### src/verilog/cpu_pkg.sv
package cpu_pkg;

    // Widths and sizes
    localparam int XLEN            = 64;
    localparam int REG_ADDR_WIDTH  = 5;
    localparam int IMEM_ADDR_WIDTH = 10;    // Word index, 4 KB of program
    localparam int DMEM_ADDR_WIDTH = 10;    // Doubleword index
    localparam int DMEM_DEPTH      = 1024;  // 8 KB of data

    // --------------------
    // Opcodes
    localparam logic [6:0] OPCODE_RTYPE  = 7'b0110011;  // add, sub, and, or
    localparam logic [6:0] OPCODE_ITYPE  = 7'b0010011;  // addi only
    localparam logic [6:0] OPCODE_LOAD   = 7'b0000011;  // ld
    localparam logic [6:0] OPCODE_STORE  = 7'b0100011;  // sd
    localparam logic [6:0] OPCODE_BRANCH = 7'b1100011;  // beq

    // --------------------
    // ALU operation codes
    localparam logic [3:0] ALU_AND = 4'b0000;
    localparam logic [3:0] ALU_OR  = 4'b0001;
    localparam logic [3:0] ALU_ADD = 4'b0010;
    localparam logic [3:0] ALU_SUB = 4'b0110;

    // Forwarding selects
    localparam logic [1:0] FWD_NONE = 2'b00;    // Value read in decode
    localparam logic [1:0] FWD_MEM  = 2'b10;    // EX/MEM result
    localparam logic [1:0] FWD_WB   = 2'b01;    // Writeback value

    // --------------------
    // Vector types
    typedef logic [XLEN-1:0]            word_t;
    typedef logic [63:0]                pc_t;
    typedef logic [31:0]                inst_t;
    typedef logic [REG_ADDR_WIDTH-1:0]  reg_addr_t;
    typedef logic [IMEM_ADDR_WIDTH-1:0] imem_addr_t;
    typedef logic [3:0]                 alu_ctrl_t;
    typedef logic [1:0]                 alu_op_t;   // Bit 1 R-type, bit 0 branch
    typedef logic [1:0]                 fwd_sel_t;

endpackage

### src/verilog/decode_stage.sv
`timescale 1ns/1ns

module decode_stage (
    input  logic                clk,
    input  logic                reset_b,
    input  cpu_pkg::pc_t        id_pc,
    input  cpu_pkg::inst_t      id_inst,
    output cpu_pkg::reg_addr_t  rs1,
    output cpu_pkg::reg_addr_t  rs2,
    input  cpu_pkg::word_t      rs1_data,
    input  cpu_pkg::word_t      rs2_data,
    input  cpu_pkg::reg_addr_t  mem_rd,         // From EX/MEM, branch hazard
    input  logic                mem_reg_write,
    output logic                pc_write,
    output logic                if_stall,
    output logic                if_flush,
    output logic                branch_taken,
    output cpu_pkg::pc_t        branch_target,
    // ID/EX register
    output cpu_pkg::word_t      ex_rs1_data,
    output cpu_pkg::word_t      ex_rs2_data,
    output cpu_pkg::word_t      ex_imm,
    output cpu_pkg::reg_addr_t  ex_rs1,
    output cpu_pkg::reg_addr_t  ex_rs2,
    output cpu_pkg::reg_addr_t  ex_rd,
    output logic [2:0]          ex_funct3,
    output logic                ex_funct7_5,
    output logic                ex_alu_src,
    output logic                ex_mem_read,
    output logic                ex_mem_write,
    output logic                ex_reg_write,
    output logic                ex_mem_to_reg,
    output cpu_pkg::alu_op_t    ex_alu_op
);
    import cpu_pkg::*;

    logic [6:0]  opcode;
    logic        is_rtype, is_itype, branch;
    logic        mem_read, mem_write, reg_write, alu_src;
    alu_op_t     alu_op;
    reg_addr_t   rd;
    logic [11:0] imm12;
    word_t       imm;
    logic        load_use, branch_hazard, stall;

    // --------------------
    // Main control
    assign opcode    = id_inst[6:0];
    assign is_rtype  = (opcode == OPCODE_RTYPE);
    assign is_itype  = (opcode == OPCODE_ITYPE);
    assign branch    = (opcode == OPCODE_BRANCH);
    assign mem_read  = (opcode == OPCODE_LOAD);
    assign mem_write = (opcode == OPCODE_STORE);
    assign reg_write = is_rtype | is_itype | mem_read;
    assign alu_src   = is_itype | mem_read | mem_write;     // Immediate operand
    assign alu_op    = {is_rtype, branch};

    // Register fields
    assign rs1 = id_inst[19:15];
    assign rs2 = id_inst[24:20];
    assign rd  = id_inst[11:7];

    // --------------------
    // Immediate, B, S or I format
    always_comb begin
        if (branch) begin
            imm12 = {id_inst[31], id_inst[7], id_inst[30:25], id_inst[11:8]};
        end else if (mem_write) begin
            imm12 = {id_inst[31:25], id_inst[11:7]};
        end else begin
            imm12 = id_inst[31:20];                 // ld and addi
        end
    end
    assign imm = {{(XLEN-12){imm12[11]}}, imm12};

    // Branch target, halfword offset
    assign branch_target = id_pc + {imm[62:0], 1'b0};

    // --------------------
    // Hazard detection
    // Load result not ready until after MEM
    assign load_use = ex_mem_read & ((ex_rd == rs1) | (ex_rd == rs2));

    // beq compares in decode, so wait for any pending writer
    assign branch_hazard = branch &
        ((ex_reg_write & (ex_rd != '0) & ((ex_rd == rs1) | (ex_rd == rs2))) |
         (mem_reg_write & (mem_rd != '0) & ((mem_rd == rs1) | (mem_rd == rs2))));

    assign stall        = load_use | branch_hazard;
    assign pc_write     = ~stall;
    assign if_stall     = stall;
    assign branch_taken = branch & ~stall & (rs1_data == rs2_data);
    assign if_flush     = branch_taken;     // Drop the word behind beq

    // --------------------
    // ID/EX register, bubble on stall
    always_ff @(posedge clk or negedge reset_b) begin
        if (!reset_b) begin
            ex_rs1_data <= '0;
            ex_rs2_data <= '0;
            ex_imm <= '0;
            ex_rs1 <= '0;
            ex_rs2 <= '0;
            ex_rd <= '0;
            ex_funct3 <= '0;
            ex_funct7_5 <= 1'b0;
            ex_alu_src <= 1'b0;
            ex_mem_read <= 1'b0;
            ex_mem_write <= 1'b0;
            ex_reg_write <= 1'b0;
            ex_mem_to_reg <= 1'b0;
            ex_alu_op <= '0;
        end else begin
            ex_rs1_data <= stall ? '0 : rs1_data;
            ex_rs2_data <= stall ? '0 : rs2_data;
            ex_imm <= stall ? '0 : imm;
            ex_rs1 <= stall ? '0 : rs1;
            ex_rs2 <= stall ? '0 : rs2;
            ex_rd <= stall ? '0 : rd;
            ex_funct3 <= stall ? '0 : id_inst[14:12];
            ex_funct7_5 <= ~stall & id_inst[30];        // sub vs add
            ex_alu_src <= ~stall & alu_src;
            ex_mem_read <= ~stall & mem_read;
            ex_mem_write <= ~stall & mem_write;
            ex_reg_write <= ~stall & reg_write;
            ex_mem_to_reg <= ~stall & mem_read;         // Only loads write from memory
            ex_alu_op <= stall ? '0 : alu_op;
        end
    end

endmodule

### config.mk
export PLATFORM = sky130hd
export DESIGN_NAME = decode_stage
export DESIGN_NICKNAME = d
export VERILOG_FILES = /design/src/verilog/cpu_pkg.sv /design/src/verilog/decode_stage.sv
export SDC_FILE = /design/constraint.sdc
export NUM_CORES = 1
export LEC_CHECK = 0
export ABC_CLOCK_PERIOD_IN_PS = 7800
export BUFFER_PORTS_ARGS = -buffer_cell sky130_fd_sc_hd__buf_2
export CELL_PAD_IN_SITES_DETAIL_PLACEMENT = 0
export CELL_PAD_IN_SITES_GLOBAL_PLACEMENT = 1
export CORE_AREA = 2 2 207 209
export DETAILED_ROUTE_END_ITERATION = 16
export DIE_AREA = 0 0 209 211
export PLACE_DENSITY = 0.73
export SETUP_SLACK_MARGIN = 0.4
export SLEW_MARGIN = 20
export SYNTH_ARGS = -nofsm -noshare
export SYNTH_HDL_FRONTEND = slang
export SYNTH_SLANG_ARGS = --single-unit
### constraint.sdc
create_clock -name clk -period 7.8 [get_ports clk]
set_input_delay 0.78 -clock clk [delete_from_list [all_inputs] [get_ports clk]]
set_output_delay 0.78 -clock clk [all_outputs]
set_load 0.01 [all_outputs]
==> results of run 1 <==
==> critical path, cell delays in order <==
cell	delay (ns)
buf_2	0.09
nor2_1	0.10
nand3_1	0.12
nor3b_1	0.35
nor2b_1	0.60
mux2i_1	0.17
a21oi_1	0.21
ha_1	0.20
inv_1	0.06
fa_1	0.38
nand2b_1	0.18
a21oi_1	0.34
o221ai_1	0.22
a2111oi_2	0.50
nor2_1	0.12
o21a_1	0.25
o21ai_1	0.46
a21oi_1	0.22
o21ai_1	0.19
xnor2_1	0.13
buf_2	0.15
==> final cells by class <==
class	instances	area share [%]
repair buffers	529	19.36
diodes	5	0.09020
clock buffers	18	3.166
well taps	539	4.862
multi-input cells	813	40.86
clock inverters	13	1.353
flip-flops and latches	165	29.76
inverters	20	0.5412
==> power breakdown <==
group,switching (uW),internal (uW)
sequential,13.9,897
combinational,443,310
clock,374,522
==> per-layer routing <==
layer  vias up  global-route usage [%]  wire (um)
li1       4626                       -          -
met1      4577                   19.38      15340
met2       346                   32.36      21110
met3        48                   4.847       2684
met4        12                   4.483        501
met5         -                       0         78
==> cells in the final DEF (no fill, tap or decap), types with 4 or more instances in the layout <==
cell type,instances
a21o_1,34
a21oi_1,78
a31oi_1,13
and2_1,160
and3_1,8
buf_2,524
clkbuf_16,17
dfrtp_1,165
diode_2,5
ha_1,62
inv_1,18
inv_6,4
mux2_2,6
mux2i_1,6
nand2_1,56
nand2b_1,7
nand3_1,18
nand4_1,23
nor2_1,57
nor2b_1,8
nor3_1,17
nor4_1,12
o2111ai_1,4
o21a_1,6
o21ai_0,33
o21ai_1,6
o21bai_1,10
xnor2_1,69
xor2_1,70
==> per-stage QoR <==
stage / hold WS [ns] / cells / total power [uW]
3_3_place_gp: 0.8999 / 2065 / 1683
4_1_cts: 0.5022 / 2096 / 2585
2_1_floorplan: 0.4844 / 1104 / 1360
3_5_place_dp: 0.9204 / 2065 / 1681
5_1_grt: 0.5369 / 2101 / 2680
6_report: 0.4521 / 2102 / 2560
==> logic make-up (layout without fill, tap and decap cells) <==
| family | Yosys count | after routing | share of synthesized area, % |
|---|---|---|---|
| and+or+nand+nor | 378 | 378 | 19.60 |
| AOI/OAI and AO/OA | 221 | 221 | 13.88 |
| DFF | 165 | 165 | 39.31 |
| xor gates and xnor gates | 139 | 139 | 11.59 |
| buffers and inverters | 126 | 580 | 6.837 |
| adders and majority gates | 63 | 63 | 7.576 |
| muxes | 12 | 12 | 1.215 |
| other | 0 | 5 | 0 |
==> Yosys cell counts (all sizes together) (7+ instances only) <==
library cell / n / area, sq um
ha: 62 / 775.7
nor2: 57 / 214.0
o21ai: 39 / 195.2
nand4: 24 / 156.4
nor2b: 8 / 50.05
nor4: 12 / 75.07
nand2: 56 / 210.2
a31oi: 15 / 123.9
and2: 160 / 1001
nor3: 17 / 85.08
xnor2: 69 / 604.3
buf: 67 / 496.7
dfrtp: 165 / 4129
o21bai: 10 / 75.07
clkbuf: 39 / 146.4
xor2: 70 / 613.1
nand2b: 7 / 43.79
a21oi: 79 / 395.4
a21o: 34 / 255.2
nand3: 18 / 90.09
inv: 19 / 71.31
and3: 8 / 50.05
==> path summary, 6_finish.rpt <==
path | endpoint | depth (start not counted)
min | ex_funct3[0] | 1
min in group clk | ex_funct3[1] | 2
max in group asynchronous | ex_rs1_data[62] | 2
min reg2reg | ex_funct7_5 | 2
max reg2reg | ex_rs1_data[42] | 6
max | branch_target[57] | 21
==> summary.txt, run 1 <==
Setup path
  – CP arrival: roughly 5.8 ns
  – Crit-path max FO: 6
  – CP startpoint kind: input pin
  – Worst R2R Setup Slack: ~4.7 ns
  – Kind of critical path: in2out
  – Crit end category: primary output
  – Setup crit start: id_inst[3]
  – CP required: ~7 ns
  – Worst r2r src: ex_rd[1]

Global routing
  – Largest net degree at the start of global routing: around 130
  – First-pass GRT wire length: approximately 58,000 um
  – Vias in the first global route: just under 10,000
  – Initial antenna violation count: 15
  – Grt total ovfl: 0
  – Total track usage: approximately 17%

Detailed routing
  – Pre-antenna DRT Iters: 5
  – Avg WL per Cell: about 19 um
  – Vias per cell: about 4.6
  – Total Wirelength: between 30,000 and 40,000 um
  – Vias: 9,609
  – Iter 0 DRT Violations: 530
  – Remaining routing DRC violations: 0
  – DRT antenna net count: 0

Clocking
  – Hold_buf cts: 0
  – Root Driver: clkbuf_16
  – CTS tree: built
  – Clock Sinks: roughly 170
  – H-tree lvl count: 4
  – Setup Buffers After CTS: 0
  – Cts bufs inserted: 17
  – CTS max path bufs: 2
  – Worst skew pair latency: between 0.4 and 0.5 ns
  – Clock Pin Slew Worst Setup and Hold Paths: 0.07 ns
  – Post-CTS sizing: 0

Timing
  – Final Worst Setup Slack: about 1.2 ns
  – Hold Violations, Final: 0
  – Rel. slew slack: 35.34%
  – Max-slew violations: 0
  – Clock Skews: between 0.01 and 0.015 ns
  – Slew @ Worst Pin: 0.9699 ns
  – RSZ-0062 raised after global routing: no
  – Final worst path period share: approximately 85%
  – Peak Freq: between 150 and 200 MHz
  – Final Setup Violations: 0
  – Final setup TNS: 0 ns
  – Crit path time final: approximately 6.6 ns

Finish
  – Layout fillers: between 4,000 and 5,000
  – Layout cells sized above 1: between 30% and 40%
  – Multi-input gate area: ~5700 sq um
  – Register area: between 4000 and 5000 sq um
  – Area grow syn2layout: 32.07%
  – Util after Layout: 33.22%
  – Cell area after layout: 13,870 sq um
  – Biggest regs: ex_rs1_data (64), ex_rs2_data (64), ex_imm (12)
  – NumNets Final: ~1,800

Die
  – Die Wd: 209 um
  – I/O pin cnt: approximately 530
  – Row count: 75
  – Die Y: ~210 um
  – Initial core utilization: about a quarter
  – Die area: around 44,000 sq um
  – CORE AREA: between 40,000 and 50,000 sq um

Synthesis
  – Predominant post-synthesis flop cell: dfrtp_1
  – Post-Syn Nets: 1,399
  – Cells after Synth: 1,104
  – Synth cell types: 59
  – Sequential-to-total area share from yosys stat: between 30% and 40%
  – Post-synth EDFFs: 0
  – Synth Register Bits: around 170
  – Synth warn: 0
  – Cell Area, Synth: ~11,000 sq um
  – Avg Inst Size Synth: 9.514 sq um
  – Async SR Flop Fraction: 100.0%

Place
  – PortBufs: roughly 530
  – Placed Area: 13,200 sq um
  – Routability congestion estimate: slightly below 0.9
  – Worst slack at placement: about 1.2 ns
  – Hpwl dp: 33,600 um

Job
  – Max Cap Viol: 0

Min path
  – HP Class: in2async

Outcome
  – Status: completed

Power and ir drop
  – Peak supply drop: ~0.11 mV
  – Pleak: a little under 0.007 uW
  – Pwr dens: 184.5 nW/um^2
Note: power is estimated with default switching activity, not from simulation.
==> run 2, diff against run 1 <==
--- a/config.mk
+++ b/config.mk
@@ -5,7 +5,7 @@
 export SDC_FILE = /design/constraint.sdc
 export NUM_CORES = 1
 export LEC_CHECK = 0
-export ABC_CLOCK_PERIOD_IN_PS = 7800
+export ABC_CLOCK_PERIOD_IN_PS = 6900
 export BUFFER_PORTS_ARGS = -buffer_cell sky130_fd_sc_hd__buf_2
 export CELL_PAD_IN_SITES_DETAIL_PLACEMENT = 0
 export CELL_PAD_IN_SITES_GLOBAL_PLACEMENT = 1
==> constraint.sdc (replaced) <==
create_clock -name clk -period 6.9 [get_ports clk]
set_input_delay 0.69 -clock clk [delete_from_list [all_inputs] [get_ports clk]]
set_output_delay 0.69 -clock clk [all_outputs]
set_load 0.01 [all_outputs]
==> summary.txt, run 2 (synthesis results as in run 1) <==
Place
  – PortBufs: 525 (unchanged)
  – Placed Area: 13,220 sq um (+0.11%)
  – Hpwl dp: 33,780 um (+0.52%)
  – Routability congestion estimate: 0.8851 (+1.3%)
  – DP Cell Count: 2,067 (+0.097%)

Die
  – Die Wd: 209 um (unchanged)
  – Initial core utilization: 25.15% (unchanged)
  – CORE AREA: 41,760 sq um (unchanged)
  – Die Y: 211 um (unchanged)
  – Die area: 44,100 sq um (unchanged)
  – I/O pin cnt: 528 (unchanged)
  – Row count: 75 (unchanged)

Finish
  – Layout cells sized above 1: 37.18% (+0.081 points)
  – Most common cell after layout, fill and taps aside: buf_2
  – Area grow syn2layout: 31.10%
  – Most frequent cells in the layout: buf_2 (524), dfrtp_1 (164), and2_1 (160)
  – NumNets Final: 1,842 (+0.054%)
  – Biggest regs: ex_rs1_data (64), ex_rs2_data (64), ex_imm (12)
  – Cell area after layout: 13,770 sq um (-0.73%)
  – Non-filler cells, final: 2,102 (unchanged)

Detailed routing
  – Vias per cell: 4.555 (-0.36%)
  – Pre-antenna DRT Iters: 5 (unchanged)
  – Iter 0 DRT Violations: 607 (+15%)
  – Remaining routing DRC violations: 0 (unchanged)
  – Avg WL per Cell: 18.96 um (+0.35%)
  – Vias: 9,574 (-0.36%)
  – Total Wirelength: 39,850 um (+0.35%)
  – DRT antenna net count: 0 (unchanged)

Power and ir drop
  – Pleak: 0.006739 uW (-0.51%)
  – Peak supply drop: 0.1288 mV (+20%)
  – Pwr dens: 200.7 nW/um^2 (+8.7%)

Setup path
  – Setup crit end: branch_target[57]
  – Kind of critical path: in2out
  – Most used cell, CP: a21oi_1
  – Worst r2r src: ex_rd[1]
  – CP cell instances: buf_2, nor2_1, nand3_1, nor3b_1, nor2b_1, buf_4, mux2i_1, a21oi_1, ha_1, inv_1, fa_1, nand2b_1, a21oi_1, o221ai_1, a2111oi_2, nor2_1, o21a_1, o21ai_2, a21oi_1, o21ai_1, xnor2_1, buf_2
  – Worst R2R Setup Slack: 3.79 ns (-0.87 ns)
  – Critical path's largest stage delay: 0.48 ns (-0.12 ns)
  – Crit-path max FO: 6 (unchanged)
  – Worst R2R End: ex_rs1_data[42]
  – CP arrival: 5.30 ns (-0.52 ns)
  – CP max stage cell: a2111oi_2
  – CP startpoint kind: input pin
  – Worst r2r path cells: 6 (unchanged)
  – Setup crit start: id_inst[3]
  – CP required: 6.21 ns (-0.81 ns)
  – Crit end category: primary output

Clocking
  – Worst skew pair latency: 0.44 ns (about the same)
  – CTS max path bufs: 2 (unchanged)
  – Clock Pin Slew Worst Setup and Hold Paths: 0.06 ns (about the same)
  – Clock Sinks: 165 (unchanged)
  – Hold_buf cts: 0 (unchanged)
  – Root Driver: clkbuf_16
  – CTS tree: built
  – H-tree lvl count: 4 (unchanged)
  – Cts bufs inserted: 17 (unchanged)

Timing
  – Max-slew violations: 0 (unchanged)
  – Final Setup Violations: 0 (unchanged)
  – Peak Freq: about 170 MHz
  – Final worst path period share: between 80% and 90%
  – Slew @ Worst Pin: 1.012 ns (+0.04181 ns)
  – Hold Violations, Final: 0 (unchanged)
  – Crit path time final: ~6.0 ns
  – Clock Skews: 0.009548 ns (-0.004329 ns)
  – RSZ-0062 raised after global routing: no
  – Rel. slew slack: 32.55% (-2.8 points)
  – Final setup TNS: 0 ns (unchanged)

Global routing
  – Vias in the first global route: 9,914 (+2.3%)
  – Largest net degree at the start of global routing: 128 (+2.4%)
  – First-pass GRT wire length: 59,200 um (+2.3%)
  – Grt total ovfl: 0 (unchanged)
  – Total track usage: 17.65% (+0.28 points)
  – Initial antenna violation count: 12 (-3)

Outcome
  – Status: completed

Min path
  – HP Class: in2async

Job
  – Max Cap Viol: 0 (unchanged)
[run 2: cell count changes in the layout (fill, tap and decap cells not counted), sizes merged]
cell	before	now
clkinvlp	2	1
inv	25	26
diode	5	3
clkinv	3	5
bufinv	3	0
buf	528	530
clkbuf	19	20
[run 2: how the worst min path moves through the flow]
stage                               to    start  cells after the start  slack (ns)
after global placement    ex_funct3[0]  reset_b                      1        0.86
after detailed placement  ex_funct3[0]  reset_b                      1        0.88
after CTS                 ex_funct3[0]  reset_b                      1        0.39
final                        ex_rs1[4]  reset_b                      1        0.37
after global routing      ex_funct3[0]  reset_b                      1        0.44
after floorplan           ex_alu_op[0]  reset_b                      0        0.39
[run 2: report_power, final]
part           leakage (uW)  switching [uW]  total (uW)  internal [uW]
logic               0.00453             500         849            349
clock network      0.000270             405         882            477
registers           0.00194            18.1        1030           1010
[run 2: cell type report]
type | instances | area, sq um
Antenna cell | 3 | 7.507
Inverter | 20 | 75.07
Fill cell | 4436 | 27990
Multi-Input combinational cell | 813 | 5672
Tap cell | 539 | 674.4
Clock buffer | 20 | 446.7
Sequential cell | 165 | 4130
Clock inverter | 12 | 93.84
Timing Repair Buffer | 530 | 2671
[run 2: stage by stage]
| step | util [%] | total power, uW | setup WS [ns] | hold slack [ns] |
|---|---|---|---|---|
| final | 32.98 | 2764 | 0.9108 | 0.3740 |
| after CTS | 32.95 | 2795 | 0.7094 | 0.3947 |
| after floorplan | - | 1538 | 1.808 | 0.3944 |
| after global routing | 32.97 | 2907 | 0.4481 | 0.4380 |
| after detailed placement | 31.65 | 1902 | 0.7166 | 0.8818 |
| after global placement | 31.65 | 1902 | 0.8628 | 0.8613 |
[run 2: metal layers]
| layer | up-vias | share of wire [%] | GRT usage [%] |
|---|---|---|---|
| li1 | 4632 | - | - |
| met1 | 4555 | 39 | 20.13 |
| met2 | 341 | 53 | 33.06 |
| met3 | 36 | 6.4 | 4.148 |
| met4 | 10 | 1.2 | 4.360 |
| met5 | - | 0.16 | 0 |
[run 2: worst max-delay path: cells and delay by family]
kind | cells | cell delay [ns]
XOR/XNOR | 1 | 0.13
AO/OA/AOI/OAI | 8 | 2.19
multiplexers | 1 | 0.08
AND/OR/NAND/NOR | 6 | 1.11
adder cells (fa/ha/maj) | 2 | 0.62
buffers and inverters | 4 | 0.47
[run 2: repair_timing]
item / 4_1_cts / 5_1_grt
setup endpoints to repair: 0 / 3
setup buffers: 0 / 0
gates resized for setup: 0 / 1
