$ cat src/verilog/cpu_pkg.sv
package cpu_pkg;

    // Widths and sizes
    localparam int XLEN            = 64;
    localparam int REG_ADDR_WIDTH  = 5;
    localparam int IMEM_ADDR_WIDTH = 10;    // Word index, 4 KB of program
    localparam int DMEM_ADDR_WIDTH = 10;    // Doubleword index
    localparam int DMEM_DEPTH      = 1024;  // 8 KB of data

    // --------------------
    // Opcodes
    localparam logic [6:0] OPCODE_RTYPE  = 7'b0110011;  // add, sub, and, or
    localparam logic [6:0] OPCODE_ITYPE  = 7'b0010011;  // addi only
    localparam logic [6:0] OPCODE_LOAD   = 7'b0000011;  // ld
    localparam logic [6:0] OPCODE_STORE  = 7'b0100011;  // sd
    localparam logic [6:0] OPCODE_BRANCH = 7'b1100011;  // beq

    // --------------------
    // ALU operation codes
    localparam logic [3:0] ALU_AND = 4'b0000;
    localparam logic [3:0] ALU_OR  = 4'b0001;
    localparam logic [3:0] ALU_ADD = 4'b0010;
    localparam logic [3:0] ALU_SUB = 4'b0110;

    // Forwarding selects
    localparam logic [1:0] FWD_NONE = 2'b00;    // Value read in decode
    localparam logic [1:0] FWD_MEM  = 2'b10;    // EX/MEM result
    localparam logic [1:0] FWD_WB   = 2'b01;    // Writeback value

    // --------------------
    // Vector types
    typedef logic [XLEN-1:0]            word_t;
    typedef logic [63:0]                pc_t;
    typedef logic [31:0]                inst_t;
    typedef logic [REG_ADDR_WIDTH-1:0]  reg_addr_t;
    typedef logic [IMEM_ADDR_WIDTH-1:0] imem_addr_t;
    typedef logic [3:0]                 alu_ctrl_t;
    typedef logic [1:0]                 alu_op_t;   // Bit 1 R-type, bit 0 branch
    typedef logic [1:0]                 fwd_sel_t;

endpackage

$ cat src/verilog/fetch_stage.sv
`timescale 1ns/1ns

module fetch_stage (
    input  logic               clk,
    input  logic               reset_b,
    input  logic               pc_write,        // Low while decode stalls
    input  logic               if_stall,
    input  logic               if_flush,        // Kill the word just fetched
    input  logic               branch_taken,
    input  cpu_pkg::pc_t       branch_target,
    output cpu_pkg::imem_addr_t imem_addr,
    input  cpu_pkg::inst_t     inst,            // Same cycle as imem_addr
    output cpu_pkg::pc_t       id_pc,
    output cpu_pkg::inst_t     id_inst
);
    import cpu_pkg::*;

    pc_t pc;
    pc_t pc_next;

    // Next PC select
    assign pc_next = branch_taken ? branch_target : pc + 64'd4;

    // Word index into instruction memory
    assign imem_addr = pc[IMEM_ADDR_WIDTH+1:2];

    // --------------------
    // Program counter
    always_ff @(posedge clk or negedge reset_b) begin
        if (!reset_b) begin
            pc <= '0;
        end else if (pc_write) begin
            pc <= pc_next;
        end
    end

    // --------------------
    // IF/ID register
    // Flush beats stall, zero word is a no-op
    always_ff @(posedge clk or negedge reset_b) begin
        if (!reset_b) begin
            id_pc   <= '0;
            id_inst <= '0;
        end else if (if_flush) begin
            id_pc   <= '0;
            id_inst <= '0;
        end else if (!if_stall) begin
            id_pc   <= pc;
            id_inst <= inst;
        end
    end

endmodule

$ cat config.mk
export PLATFORM = sky130hd
export DESIGN_NAME = fetch_stage
export DESIGN_NICKNAME = d
export VERILOG_FILES = /design/src/verilog/cpu_pkg.sv /design/src/verilog/fetch_stage.sv
export SDC_FILE = /design/constraint.sdc
export NUM_CORES = 1
export LEC_CHECK = 0
export BUFFER_PORTS_ARGS = -buffer_cell sky130_fd_sc_hd__buf_2
export CAP_MARGIN = 20
export CORE_UTILIZATION = 36
export DETAILED_ROUTE_END_ITERATION = 8
export SYNTH_ARGS = -nofsm -noshare
export SYNTH_HDL_FRONTEND = slang
export SYNTH_SLANG_ARGS = --single-unit
$ cat constraint.sdc
create_clock -name clk -period 6.02 [get_ports clk]
set_input_delay 0 -clock clk [delete_from_list [all_inputs] [get_ports clk]]
set_output_delay 0 -clock clk [all_outputs]
set_load 0.02 [all_outputs]
==> results of run 1 <==
[cells by family after synthesis]
group	Yosys count	synth area share
fa+ha+maj	1	0.00149
buf+inv	98	0.0487
simple gates	354	0.213
compound gates	159	0.128
flops	160	0.478
mux	108	0.130
[per-layer routing]
layer | vias up | share of wire | GRT usage
li1 | 3702 | - | -
met1 | 3806 | 0.45 | 0.300
met2 | 308 | 0.48 | 0.375
met3 | 26 | 0.057 | 0.0460
met4 | 0 | 0.013 | 0.0603
met5 | - | 0 | 0
[cell type report]
| type | count | area [µm²] | area share |
|---|---|---|---|
| clock buffers | 17 | 425 | 0.0384 |
| well taps | 285 | 357 | 0.0322 |
| repair buffers | 310 | 2080 | 0.187 |
| clock inverters | 15 | 165 | 0.0149 |
| inverters | 22 | 82.6 | 0.00746 |
| flip-flops and latches | 160 | 4000 | 0.362 |
| multi-input cells | 622 | 3960 | 0.358 |
[placed cells by master, fill, tap and decap left out, types with 4 or more instances in the layout]
cell type                       instances
sky130_fd_sc_hd__o211ai_1               4
sky130_fd_sc_hd__mux2_2                 5
sky130_fd_sc_hd__buf_4                 10
sky130_fd_sc_hd__dlygate4sd3_1         94
sky130_fd_sc_hd__nor4_1                14
sky130_fd_sc_hd__a311o_1                4
sky130_fd_sc_hd__nor2_1               135
sky130_fd_sc_hd__nand4_1               30
sky130_fd_sc_hd__mux2i_1              103
sky130_fd_sc_hd__o21ai_0               31
sky130_fd_sc_hd__nor3_1                23
sky130_fd_sc_hd__a311oi_1               4
sky130_fd_sc_hd__o22ai_1                7
sky130_fd_sc_hd__buf_2                204
sky130_fd_sc_hd__nand3_1               39
sky130_fd_sc_hd__or3_1                  7
sky130_fd_sc_hd__or2_2                  4
sky130_fd_sc_hd__nand2_1               55
sky130_fd_sc_hd__dfrtp_1              160
sky130_fd_sc_hd__o31ai_1                4
sky130_fd_sc_hd__inv_8                  5
sky130_fd_sc_hd__a221oi_1               4
sky130_fd_sc_hd__and3_1                15
sky130_fd_sc_hd__inv_1                 22
sky130_fd_sc_hd__or4_1                  4
sky130_fd_sc_hd__a21oi_1               44
sky130_fd_sc_hd__clkbuf_16             17
sky130_fd_sc_hd__a22oi_1               10
[power breakdown]
part / total, W / switching, W / leakage (nW) / internal [W]
clock network: 0.00110 / 0.000541 / 0.287 / 0.000558
logic: 0.000582 / 0.000338 / 3.05 / 0.000244
registers: 0.00132 / 0.000138 / 2.00 / 0.00118
total: 0.00300 / 0.00102 / 5.34 / 0.00198
[repair_timing]
item | CTS | global route
endpoints found under the hold margin | 186 | 0
hold buffers | 94 | 0
setup endpoints to repair | 0 | 0
[through the flow]
step / power (W) / hold WS, ns / utilization
floorplan: 0.00166 / -0.296 / -
detailed placement: 0.00187 / 0.164 / 0.419
global placement: 0.00186 / 0.175 / 0.419
finish: 0.00300 / 0.00459 / 0.488
CTS: 0.00301 / 0.0111 / 0.486
global route: 0.00314 / 0.0140 / 0.488
[worst min path at each step]
stage,cells after the start,start,slack (ns),end
2_1_floorplan,0,reset_b,-0.30,id_inst[0]$_DFFE_PN0P_
3_3_place_gp,1,reset_b,0.17,id_inst[31]$_DFFE_PN0P_
3_5_place_dp,1,reset_b,0.16,id_inst[31]$_DFFE_PN0P_
4_1_cts,3,branch_target[26],0.01,pc[26]$_DFFE_PN0P_
5_1_grt,3,branch_target[26],0.01,pc[26]$_DFFE_PN0P_
6_report,2,pc_write,0.005,pc[24]$_DFFE_PN0P_
[synth_stat cells (22+ instances only)]
cell | instances | area share
sky130_fd_sc_hd__nor3_1 | 23 | 0.014
sky130_fd_sc_hd__nand4_1 | 30 | 0.022
sky130_fd_sc_hd__inv_1 | 22 | 0.0099
sky130_fd_sc_hd__nor2_1 | 135 | 0.061
sky130_fd_sc_hd__o21ai_0 | 31 | 0.019
sky130_fd_sc_hd__clkbuf_1 | 49 | 0.022
sky130_fd_sc_hd__mux2i_1 | 103 | 0.12
sky130_fd_sc_hd__a21oi_1 | 44 | 0.026
sky130_fd_sc_hd__nand2_1 | 55 | 0.025
sky130_fd_sc_hd__dfrtp_1 | 160 | 0.48
sky130_fd_sc_hd__nand3_1 | 39 | 0.023
[state kept, by name, indices dropped and copies added, names as in the netlist]
signal	count
id_inst	32
pc	64
id_pc	64
[worst max-delay path, cell delays in order (launching register included)]
cell                       delay [ns]
sky130_fd_sc_hd__dfrtp_1         0.45
sky130_fd_sc_hd__nand3_1         0.32
sky130_fd_sc_hd__nor2_1          0.82
sky130_fd_sc_hd__nand4_1         0.37
sky130_fd_sc_hd__o31a_1          0.37
sky130_fd_sc_hd__a311oi_1        0.19
==> reports/qor_table.md, run 1 <==
| Group | Quantity | Value |
|:---|:---|:---|
| pwr | Pleak | 5.34 nW |
| sta | Worst-case clock skew | 0.0141 ns |
| die | Die height | 155 µm |
| sta | Maximum operating frequency | 382 MHz |
| clocking | Root buf cell | sky130_fd_sc_hd__clkbuf_16 |
| global routing | Tot GR Track Use | 0.226 |
| run | Max-cap viol count | 0 |
| sta | Slew at the pin with the worst max-slew slack | 1.07 ns |
| critical path | Endpoint kind of the worst setup timing path | flip-flop |
| synth | Ys Warns | 0 |
| synth | Number of distinct standard cells referenced by the synthesized netlist | 72 |
| sta | Endpoints failing hold | 0 |
| critical path | Critical path launch point type | flip-flop |
| sta | Final WS setup | 3.40 ns |
| synth | Share of the yosys chip area belonging to registers | 0.478 |
| placement | GPL Wtd Cong | 0.873 |
| drt | Number of nets with antenna violations after detailed routing | 0 |
| critical path | End of the critical path | pc[57]$_DFFE_PN0P_ |
| drt | # DRC | 0 |
| hold path | Worst Hold Class | primary input to flip-flop |
| sta | Final min period | 2.62 ns |
| clocking | Clock tree from TritonCTS | yes |
| sta | Setup-violating endpoint count in the final report | 0 |
| clocking | Skew-Pair Late Insertion Delay | 0.45 ns |
| critical path | Critical Path RT | 6.37 ns |
| die | Placement Rows | 55 |
| clocking | CTS Buf Count | 17 |
| critical path | Critical path class | flip-flop to flip-flop |
| cells and area | Syn-to-layout area delta | 32.2% |
| cells and area | Final non-filler cell total | 1431 |
| sta | Period utilization | 0.435 |
| drt | Number of DRC markers after the initial detailed-route iteration | 594 |
| critical path | Worst R2R Start | pc[4]$_DFFE_PN0P_ |
| pwr | IR drop worst, VDD | 167 µV |
| die | Area of the core | 22700 µm² |
| cells and area | Nets | 1236 |
| synth | Net count after synthesis | 983 |
| critical path | Worst Setup SP | pc[4]$_DFFE_PN0P_ |
| drt | Average wire per standard cell | 18.5 µm |
| drt | Number of iterations in the first detailed-routing pass | 8 |
| clocking | Number of levels the H-tree was split into | 4 |
| placement | Buffers on Ports | 207 |
| critical path | FF-to-FF End | pc[57]$_DFFE_PN0P_ |
| die | Horizontal extent of the die | 155 µm |
| die | I/O pin count | 208 |
| cells and area | Post-layout instance area | 11100 µm² |
| run status | Status | complete, no violations |
| sta | RSZ-0062 raised after global routing | no |
| placement | Post-placement setup slack | 3.44 ns |
| die | DIE AREA | 23900 µm² |
| sta | Final Max Tran Viols | 0 |
| drt | Final Routed Wirelength | 26.5 mm |
| critical path | Endpoint arrival time on the critical path | 2.97 ns |
| synth | Number of standard cells after synthesis | 880 |
| synth | Commonest register cell after synthesis | sky130_fd_sc_hd__dfrtp_1 |
| pwr | Areal power density over the cells | 271 nW/µm² |
| critical path | Register-to-register setup slack | 3.40 ns |
| drt | Detailed-route via count | 7842 |
| clocking | Post-CTS setup-driven buffer insertion count | 0 |
| global routing | Largest net degree at the start of global routing | 97 |
| critical path | Cell depth of the worst flop-to-flop path | 5 |
| global routing | Grt ovf | 0 |
| global routing | Number of global-route vias before repair | 7717 |
| sta | Final total negative setup slack | 0 ns |
| global routing | Initial antenna violation count | 0 |
| synth | Fraction of synthesis flops using an asynchronous set or reset pin | 1.00 |
| synth | Synth Area per Inst | 9.52 µm² |
| placement | Cell area after placement | 9510 µm² |
| clocking | TritonCTS sink count | 160 |
| clocking | # resized after CTS | 0 |
| critical path | Worst-path maximum fanout | 13 |
| cells and area | Count of filler cells inserted in the layout | 2126 |
| placement | Instance count after placement with tap cells included | 1304 |
| placement | Post-DP HPWL | 17.1 mm |
| sta | Relative slew margins | 0.287 |
| clocking | Maximum clock path buffer count | 2 |
| clocking | Clock-pin slew on the worst setup and hold paths | 0.07 ns |
| global routing | First-pass GRT wire length | 42.3 mm |
| cells and area | ANT cells | 0 |
| die | Initial standard-cell utilization of the core | 0.369 |
| synth | Number of flops mapped to enable cells by yosys | 0 |
| cells and area | Share of layout cells above drive strength 1 | 0.243 |
| synth | Mapped cell area | 8370 µm² |
| drt | Number of vias per cell | 5.48 |
| synth | Number of synthesized register bits | 160 |
Power figures use the tool's default switching activity.
==> inputs of run 2 (changes only) <==
==> constraint.sdc (replaced) <==
create_clock -name clk -period 2.45 [get_ports clk]
set_input_delay 0 -clock clk [delete_from_list [all_inputs] [get_ports clk]]
set_output_delay 0 -clock clk [all_outputs]
set_load 0.02 [all_outputs]
==> run 2 against run 1 <==
  * Worst setup slack got worse by 3.2 ns
  * Cell count grew 1.9%
  * Worst hold slack improved by 0.017 ns
  * Design area is 2.0% higher
  * Critical endpoint is now pc[31]$_DFFE_PN0P_
  * Largest power group unchanged
==> reports/qor_table.md, run 2 (synthesis gave the netlist of run 1 again) <==
| Group | Quantity | Value | Change |
|:---|:---|:---|:---|
| run status | Status | complete, no violations |  |
| cells and area | Top flop regs | id_pc (64), pc (64), id_inst (32) |  |
| placement | Post-placement setup slack | 0.264 ns | -3.18 ns |
| critical path | Worst path max stage delay | 0.48 ns | -0.34 ns |
| critical path | Critical path launch point type | flip-flop |  |
| critical path | Cell-by-cell listing of the critical path | nand4_1 -> nor4_2 -> buf_4 -> nand3_1 -> or4_1 -> nand3_1 |  |
| sta | Period utilization | 0.909 | +0.474 |
| die | DIE AREA | 23900 µm² | unchanged |
| drt | Wire length on met3 | 1.81 mm | +20% |
| critical path | Endpoint arrival time on the critical path | 2.60 ns | -0.37 ns |
| placement | Buffers on Ports | 207 | unchanged |
| cells and area | Nets | 1262 | +2.1% |
| sta | RSZ-0062 raised after global routing | no |  |
| die | Area of the core | 22700 µm² | unchanged |
| die | Die height | 155 µm | unchanged |
| cells and area | Share of layout cells above drive strength 1 | 0.262 | +0.0194 |
| sta | Final min period | 2.23 ns | -0.393 ns |
| critical path | Slowest stage cell, crit path | sky130_fd_sc_hd__dfrtp_1 |  |
| drt | # DRC | 0 | unchanged |
| die | Initial standard-cell utilization of the core | 0.369 | unchanged |
| drt | Number of nets with antenna violations after detailed routing | 0 | unchanged |
| sta | Slew at the pin with the worst max-slew slack | 0.563 ns | -0.507 ns |
| hold path | Worst hold start | branch_target[35] |  |
| drt | Average wire per standard cell | 18.6 µm | +0.32% |
| clocking | Root buf cell | sky130_fd_sc_hd__clkbuf_16 |  |
| drt | Number of iterations in the first detailed-routing pass | 5 | -3 |
| sta | Final WS setup | 0.224 ns | -3.18 ns |
| sta | Final Max Tran Viols | 0 | unchanged |
| pwr | Pleak | 5.48 nW | +2.6% |
| critical path | FF-to-FF End | pc[31]$_DFFE_PN0P_ |  |
| sta | Endpoints failing hold | 0 | unchanged |
| drt | Final Routed Wirelength | 27.1 mm | +2.2% |
| clocking | Maximum clock path buffer count | 2 | unchanged |
| cells and area | Count of filler cells inserted in the layout | 2137 | +0.52% |
| cells and area | Most frequent standard cell in the layout excluding fill and tap cells | sky130_fd_sc_hd__buf_2 |  |
| sta | Final total negative setup slack | 0 ns | unchanged |
| placement | GPL Wtd Cong | 0.895 | +2.5% |
| die | Horizontal extent of the die | 155 µm | unchanged |
| cells and area | Combined area of the multi-input logic cells | 3960 µm² | unchanged |
| critical path | Critical Path RT | 2.82 ns | -3.55 ns |
| critical path | Register-to-register setup slack | 0.22 ns | -3.18 ns |
| sta | Relative slew margins | 0.624 | +0.338 |
| sta | Setup-violating endpoint count in the final report | 0 | unchanged |
| clocking | Skew-Pair Late Insertion Delay | 0.44 ns | about the same |
| critical path | Worst-path maximum fanout | 8 | -5 |
| die | Placement Rows | 55 | unchanged |
| global routing | First-pass GRT wire length | 42.2 mm | -0.36% |
| critical path | Worst Setup SP | pc[26]$_DFFE_PN0P_ |  |
| placement | Post-DP HPWL | 18.6 mm | +9.1% |
| cells and area | Most used cells in the layout excluding fill and tap cells | 204 x sky130_fd_sc_hd__buf_2, 160 x sky130_fd_sc_hd__dfrtp_1, 135 x sky130_fd_sc_hd__nor2_1, 103 x sky130_fd_sc_hd__mux2i_1, 91 x sky130_fd_sc_hd__dlygate4sd3_1 |  |
| drt | Met2 routed wirelength | 12.8 mm | +0.54% |
| critical path | Endpoint kind of the worst setup timing path | flip-flop |  |
| global routing | Tot GR Track Use | 0.228 | +0.00181 |
| clocking | Clock-pin slew on the worst setup and hold paths | 0.07 ns | about the same |
| critical path | Most Frequent Cell on Critical Path | sky130_fd_sc_hd__nand3_1 |  |
| global routing | Number of global-route vias before repair | 7728 | +0.14% |
| drt | Top Metal Used | met4 |  |
| pwr | Areal power density over the cells | 657 nW/µm² | +140% |
| critical path | End of the critical path | pc[31]$_DFFE_PN0P_ |  |
| drt | Routed met1 length | 11.9 mm | +0.19% |
| clocking | CTS Buf Count | 17 | unchanged |
| drt | Number of vias per cell | 5.44 | -0.76% |
| critical path | Cell depth of the worst flop-to-flop path | 6 | +1 |
| critical path | Worst R2R Start | pc[26]$_DFFE_PN0P_ |  |
| global routing | Largest net degree at the start of global routing | 63 | -35% |
| sta | Maximum operating frequency | 449 MHz | +18% |
| global routing | Initial antenna violation count | 1 | +1 |
| clocking | Post-CTS setup-driven buffer insertion count | 0 | unchanged |
| cells and area | Syn-to-layout area delta | 34.9% |  |
| critical path | Critical path class | flip-flop to flip-flop |  |
| drt | Detailed-route via count | 7929 | +1.1% |
| global routing | Grt ovf | 0 | unchanged |
| run | Max-cap viol count | 0 | unchanged |
| drt | Number of DRC markers after the initial detailed-route iteration | 628 | +5.7% |
| pwr | IR drop worst, VDD | 392 µV | +130% |
| die | I/O pin count | 208 | unchanged |
| cells and area | Sequential cell area in the final layout | 4000 µm² | unchanged |
| clocking | TritonCTS sink count | 160 | unchanged |
| hold path | Worst Hold Class | primary input to flip-flop |  |
| clocking | Clock tree from TritonCTS | yes |  |
| clocking | Number of levels the H-tree was split into | 4 | unchanged |
| sta | Worst-case clock skew | 0.0121 ns | -0.00204 ns |
run 2: per-layer routing:
| metal | track usage | vias to the layer above |
|---|---|---|
| met5 | 0 | - |
| met4 | 0.0750 | 0 |
| met1 | 0.299 | 3838 |
| met2 | 0.375 | 303 |
| met3 | 0.0474 | 38 |
| li1 | - | 3750 |
run 2: cell type report:
| type | instances | area share |
|---|---|---|
| multi-input cells | 622 | 0.351 |
| repair buffers | 336 | 0.203 |
| well taps | 285 | 0.0316 |
| clock buffers | 17 | 0.0377 |
| clock inverters | 15 | 0.0152 |
| inverters | 22 | 0.00731 |
| diodes | 1 | 0.000221 |
| flip-flops and latches | 160 | 0.354 |
run 2: what timing repair did:
item                       CTS  global route
setup endpoints to repair    0             0
resized for setup            0             0
hold buffers                91             0
hold endpoints to repair   142             0
run 2: critical path, delay by kind of cell, from the launching register on:
| family | cells | cell delay, ns |
|---|---|---|
| simple gates | 5 | 1.50 |
| flops | 1 | 0.48 |
| buf+inv | 1 | 0.18 |
run 2: how the worst min path moves through the flow:
stage	to	slack, ns	cells past startpoint
2_1_floorplan	id_inst[0]$_DFFE_PN0P_	-0.30	0
3_3_place_gp	id_inst[31]$_DFFE_PN0P_	-0.003	1
3_5_place_dp	id_inst[31]$_DFFE_PN0P_	-0.002	1
4_1_cts	pc[37]$_DFFE_PN0P_	0.007	4
5_1_grt	pc[37]$_DFFE_PN0P_	0.01	4
6_report	pc[35]$_DFFE_PN0P_	0.02	4
run 2: report_power, final:
part | switching, W | internal [W]
registers | 0.000326 | 0.00290
logic | 0.000856 | 0.000616
clock network | 0.00126 | 0.00146
run 2: per-stage QoR:
stage               hold WS [ns]  power [W]  utilization  cells  cell area (µm²)
floorplan                 -0.296    0.00408            -    880             8370
global placement        -0.00325    0.00462        0.431   1334             9790
detailed placement      -0.00232    0.00463        0.431   1334             9790
CTS                      0.00744    0.00748        0.497   1457            11300
global route              0.0110    0.00777        0.497   1457            11300
finish                    0.0220    0.00742        0.498   1458            11300
==> inputs of run 3 (changes only) <==
--- a/config.mk
+++ b/config.mk
@@ -5,9 +5,10 @@
 export SDC_FILE = /design/constraint.sdc
 export NUM_CORES = 1
 export LEC_CHECK = 0
-export BUFFER_PORTS_ARGS = -buffer_cell sky130_fd_sc_hd__buf_2
+export BUFFER_PORTS_ARGS = -buffer_cell sky130_fd_sc_hd__clkbuf_2
 export CAP_MARGIN = 20
 export CORE_UTILIZATION = 36
+export CTS_CLUSTER_SIZE = 12
 export DETAILED_ROUTE_END_ITERATION = 8
 export SYNTH_ARGS = -nofsm -noshare
 export SYNTH_HDL_FRONTEND = slang
==> constraint.sdc (replaced) <==
create_clock -name clk -period 2.05 [get_ports clk]
set_input_delay 0 -clock clk [delete_from_list [all_inputs] [get_ports clk]]
set_output_delay 0 -clock clk [all_outputs]
set_load 0.02 [all_outputs]
==> run 3 against run 2 <==
  * Combinational power up 37%
  * Via count is 3.6% higher
  * Sequential power is 18% higher
  * Die area unchanged
  * Critical path depth unchanged
  * Register-to-register slack got worse by 0.17 ns
  * Cell count increased by 4.5%
  * Core utilization up 2.8 points
  * Sequential share of layout area down 1.9 points
  * Worst setup slack worse by 0.17 ns
  * Flip-flop and latch count stayed put
  * Critical path type unchanged
==> reports/qor_table.md, run 3 (synthesis gave the netlist of run 1 again) <==
| Group | Quantity | Value | Change |
|:---|:---|:---|:---|
| cells and area | Combined area of the multi-input logic cells | 4000 µm² | +1.0% |
| sta | Final total negative setup slack | 0 ns | unchanged |
| sta | Setup-violating endpoint count in the final report | 0 | unchanged |
| placement | GPL Wtd Cong | 0.878 | -1.9% |
| run status | Status | complete, no violations |  |
| sta | Final min period | 2.00 ns | -0.228 ns |
| sta | Maximum operating frequency | 500 MHz | +11% |
| global routing | Tot GR Track Use | 0.233 | +0.00485 |
| pwr | Internal power | 0.00612 W | +23% |
| drt | Number of iterations in the first detailed-routing pass | 5 | unchanged |
| die | Placement Rows | 55 | unchanged |
| critical path | Critical path launch point type | flip-flop |  |
| clocking | Skew-Pair Late Insertion Delay | 0.44 ns | about the same |
| sta | Final WS setup | 0.0519 ns | -0.172 ns |
| clocking | Clock-pin slew on the worst setup and hold paths | 0.07 ns | about the same |
| run | Max-cap viol count | 0 | unchanged |
| pwr | Power share of the combinational group | 0.221 | +0.023 |
| cells and area | Share of layout cells above drive strength 1 | 0.287 | +0.0248 |
| pwr | Total net switching power | 0.00303 W | +24% |
| placement | Instance count after placement with tap cells included | 1375 | +3.1% |
| sta | Period utilization | 0.975 | +0.0660 |
| global routing | Initial antenna violation count | 0 | -1 |
| critical path | Endpoint kind of the worst setup timing path | flip-flop |  |
| drt | Final Routed Wirelength | 27.3 mm | +0.82% |
| clocking | Root buf cell | sky130_fd_sc_hd__clkbuf_16 |  |
| critical path | Worst R2R Start | pc[14]$_DFFE_PN0P_ |  |
| die | Initial standard-cell utilization of the core | 0.369 | unchanged |
| sta | Final Max Tran Viols | 0 | unchanged |
| cells and area | Count of filler cells inserted in the layout | 2016 | -5.7% |
| sta | Worst-case clock skew | 0.00908 ns | -0.00298 ns |
| sta | Slew at the pin with the worst max-slew slack | 0.511 ns | -0.0530 ns |
| clocking | CTS Buf Count | 17 | unchanged |
| critical path | Critical Path RT | 2.38 ns | -0.44 ns |
| pwr | Areal power density over the cells | 767 nW/µm² | +17% |
| die | Horizontal extent of the die | 155 µm | unchanged |
| critical path | Endpoint arrival time on the critical path | 2.32 ns | -0.28 ns |
| die | I/O pin count | 208 | unchanged |
| cells and area | Syn-to-layout area delta | 42.4% |  |
| hold path | Worst Hold Class | primary input to async pin |  |
| placement | Post-placement setup slack | 0.0397 ns | -0.224 ns |
| drt | Number of DRC markers after the initial detailed-route iteration | 604 | -3.8% |
| drt | Number of vias per cell | 5.39 | -0.86% |
| global routing | Grt ovf | 0 | unchanged |
| pwr | Switching Fraction | 0.331 | +0.00164 |
| clocking | TritonCTS sink count | 160 | unchanged |
| placement | Buffers on Ports | 207 | unchanged |
| sta | RSZ-0062 raised after global routing | no |  |
| pwr | Proportion of power drawn by flip-flops and latches | 0.415 | -0.020 |
| cells and area | Most frequent standard cell in the layout excluding fill and tap cells | sky130_fd_sc_hd__clkbuf_2 |  |
| die | DIE AREA | 23900 µm² | unchanged |
| critical path | Critical path class | flip-flop to flip-flop |  |
| critical path | Worst Setup SP | pc[14]$_DFFE_PN0P_ |  |
| drt | Average wire per standard cell | 17.9 µm | -3.5% |
| cells and area | Final non-filler cell total | 1523 | +4.5% |
| cells and area | Most used cells in the layout excluding fill and tap cells | 204 x sky130_fd_sc_hd__clkbuf_2, 160 x sky130_fd_sc_hd__dfrtp_1, 135 x sky130_fd_sc_hd__nor2_1, 114 x sky130_fd_sc_hd__dlygate4sd3_1, 103 x sky130_fd_sc_hd__mux2i_1 |  |
| critical path | Worst-path maximum fanout | 5 | -3 |
| cells and area | Sequential cell area in the final layout | 4000 µm² | unchanged |
| placement | Post-DP HPWL | 18.8 mm | +0.96% |
| sta | Endpoints failing hold | 0 | unchanged |
| cells and area | Top flop regs | id_pc (64), pc (64), id_inst (32) |  |
| drt | Detailed-route via count | 8211 | +3.6% |
| global routing | Number of global-route vias before repair | 8079 | +4.5% |
| pwr | Pleak | 5.81 nW | +6.1% |
| global routing | Largest net degree at the start of global routing | 69 | +9.5% |
| sta | Relative slew margins | 0.658 | +0.0341 |
| clocking | Clock tree from TritonCTS | yes |  |
| die | Die height | 155 µm | unchanged |
| cells and area | Nets | 1328 | +5.2% |
| pwr | Power share of the clock group | 0.364 | -0.002 |
| drt | Number of nets with antenna violations after detailed routing | 0 | unchanged |
| global routing | First-pass GRT wire length | 43.7 mm | +3.6% |
| clocking | Number of levels the H-tree was split into | 4 | unchanged |
| cells and area | ANT cells | 0 | -1 |
| clocking | Maximum clock path buffer count | 2 | unchanged |
| sta | Hold slack final | 0.0452 ns | +0.0232 ns |
| pwr | IR drop worst, VDD | 529 µV | +35% |
| drt | # DRC | 0 | unchanged |
| die | Area of the core | 22700 µm² | unchanged |
[run 3: cell types whose count changed in the layout (fill, tap and decap cells not counted), sizes merged]
| cell | previous run | this run |
|---|---|---|
| clkinv | 3 | 6 |
| dlygate4sd3 | 91 | 114 |
| buf | 245 | 84 |
| clkinvlp | 3 | 0 |
| diode | 1 | 0 |
| clkbuf | 17 | 221 |
[run 3: timing repair]
| item | 4_1_cts | 5_1_grt |
|---|---|---|
| endpoints found under the setup margin | 0 | 14 |
| hold buffers | 114 | 0 |
| resized for setup | 0 | 9 |
| setup buffers | 0 | 2 |
| endpoints found under the hold margin | 262 | 0 |
[run 3: critical path: stages, from the launching register on]
cell and delay, ns:
sky130_fd_sc_hd__dfrtp_1 0.41, sky130_fd_sc_hd__nand4_4 0.12, sky130_fd_sc_hd__or4_4 0.59, sky130_fd_sc_hd__nor4b_4 0.26
sky130_fd_sc_hd__buf_4 0.19, sky130_fd_sc_hd__a21oi_2 0.05, sky130_fd_sc_hd__a211o_1 0.26
[run 3: power by group through the flow]
stage	logic (W)	clock network, W	registers, W
3_3_place_gp	0.00181	0	0.00384
4_1_cts	0.00200	0.00341	0.00379
2_1_floorplan	0.000917	0	0.00396
3_5_place_dp	0.00182	0	0.00385
5_1_grt	0.00222	0.00352	0.00384
6_report	0.00202	0.00333	0.00380
[run 3: final timing paths]
check / end / slack [ns] / cells past startpoint
max in group asynchronous: id_inst[24]$_DFFE_PN0P_ / 1.24 / 3
min: id_inst[31]$_DFFE_PN0P_ / 0.05 / 2
min in group clk: pc[40]$_DFFE_PN0P_ / 0.07 / 4
min reg2reg: pc[0]$_DFFE_PN0P_ / 0.49 / 2
max: pc[42]$_DFFE_PN0P_ / 0.05 / 6
max reg2reg: pc[42]$_DFFE_PN0P_ / 0.05 / 6
[run 3: final cells by class]
| class | count | share of cell area |
|---|---|---|
| Sequential cell | 160 | 0.336 |
| Multi-Input combinational cell | 622 | 0.336 |
| Timing Repair Buffer | 402 | 0.240 |
| Clock buffer | 17 | 0.0357 |
| Tap cell | 285 | 0.0299 |
| Clock inverter | 15 | 0.0159 |
| Inverter | 22 | 0.00692 |
[run 3: stage by stage]
step / area, µm² / power, W / utilization
final: 11900 / 0.00915 / 0.525
after global routing: 11900 / 0.00958 / 0.525
after CTS: 11900 / 0.00920 / 0.522
after detailed placement: 10100 / 0.00568 / 0.445
after global placement: 10100 / 0.00565 / 0.445
after floorplan: 8370 / 0.00488 / -
[run 3: per-layer routing]
metal  vias up  share of wire  global-route usage
met5         -              0                   0
met2       298           0.47               0.375
met3        34          0.049              0.0378
met1      3993           0.46               0.317
met4         0          0.022              0.0806
li1       3886              -                   -
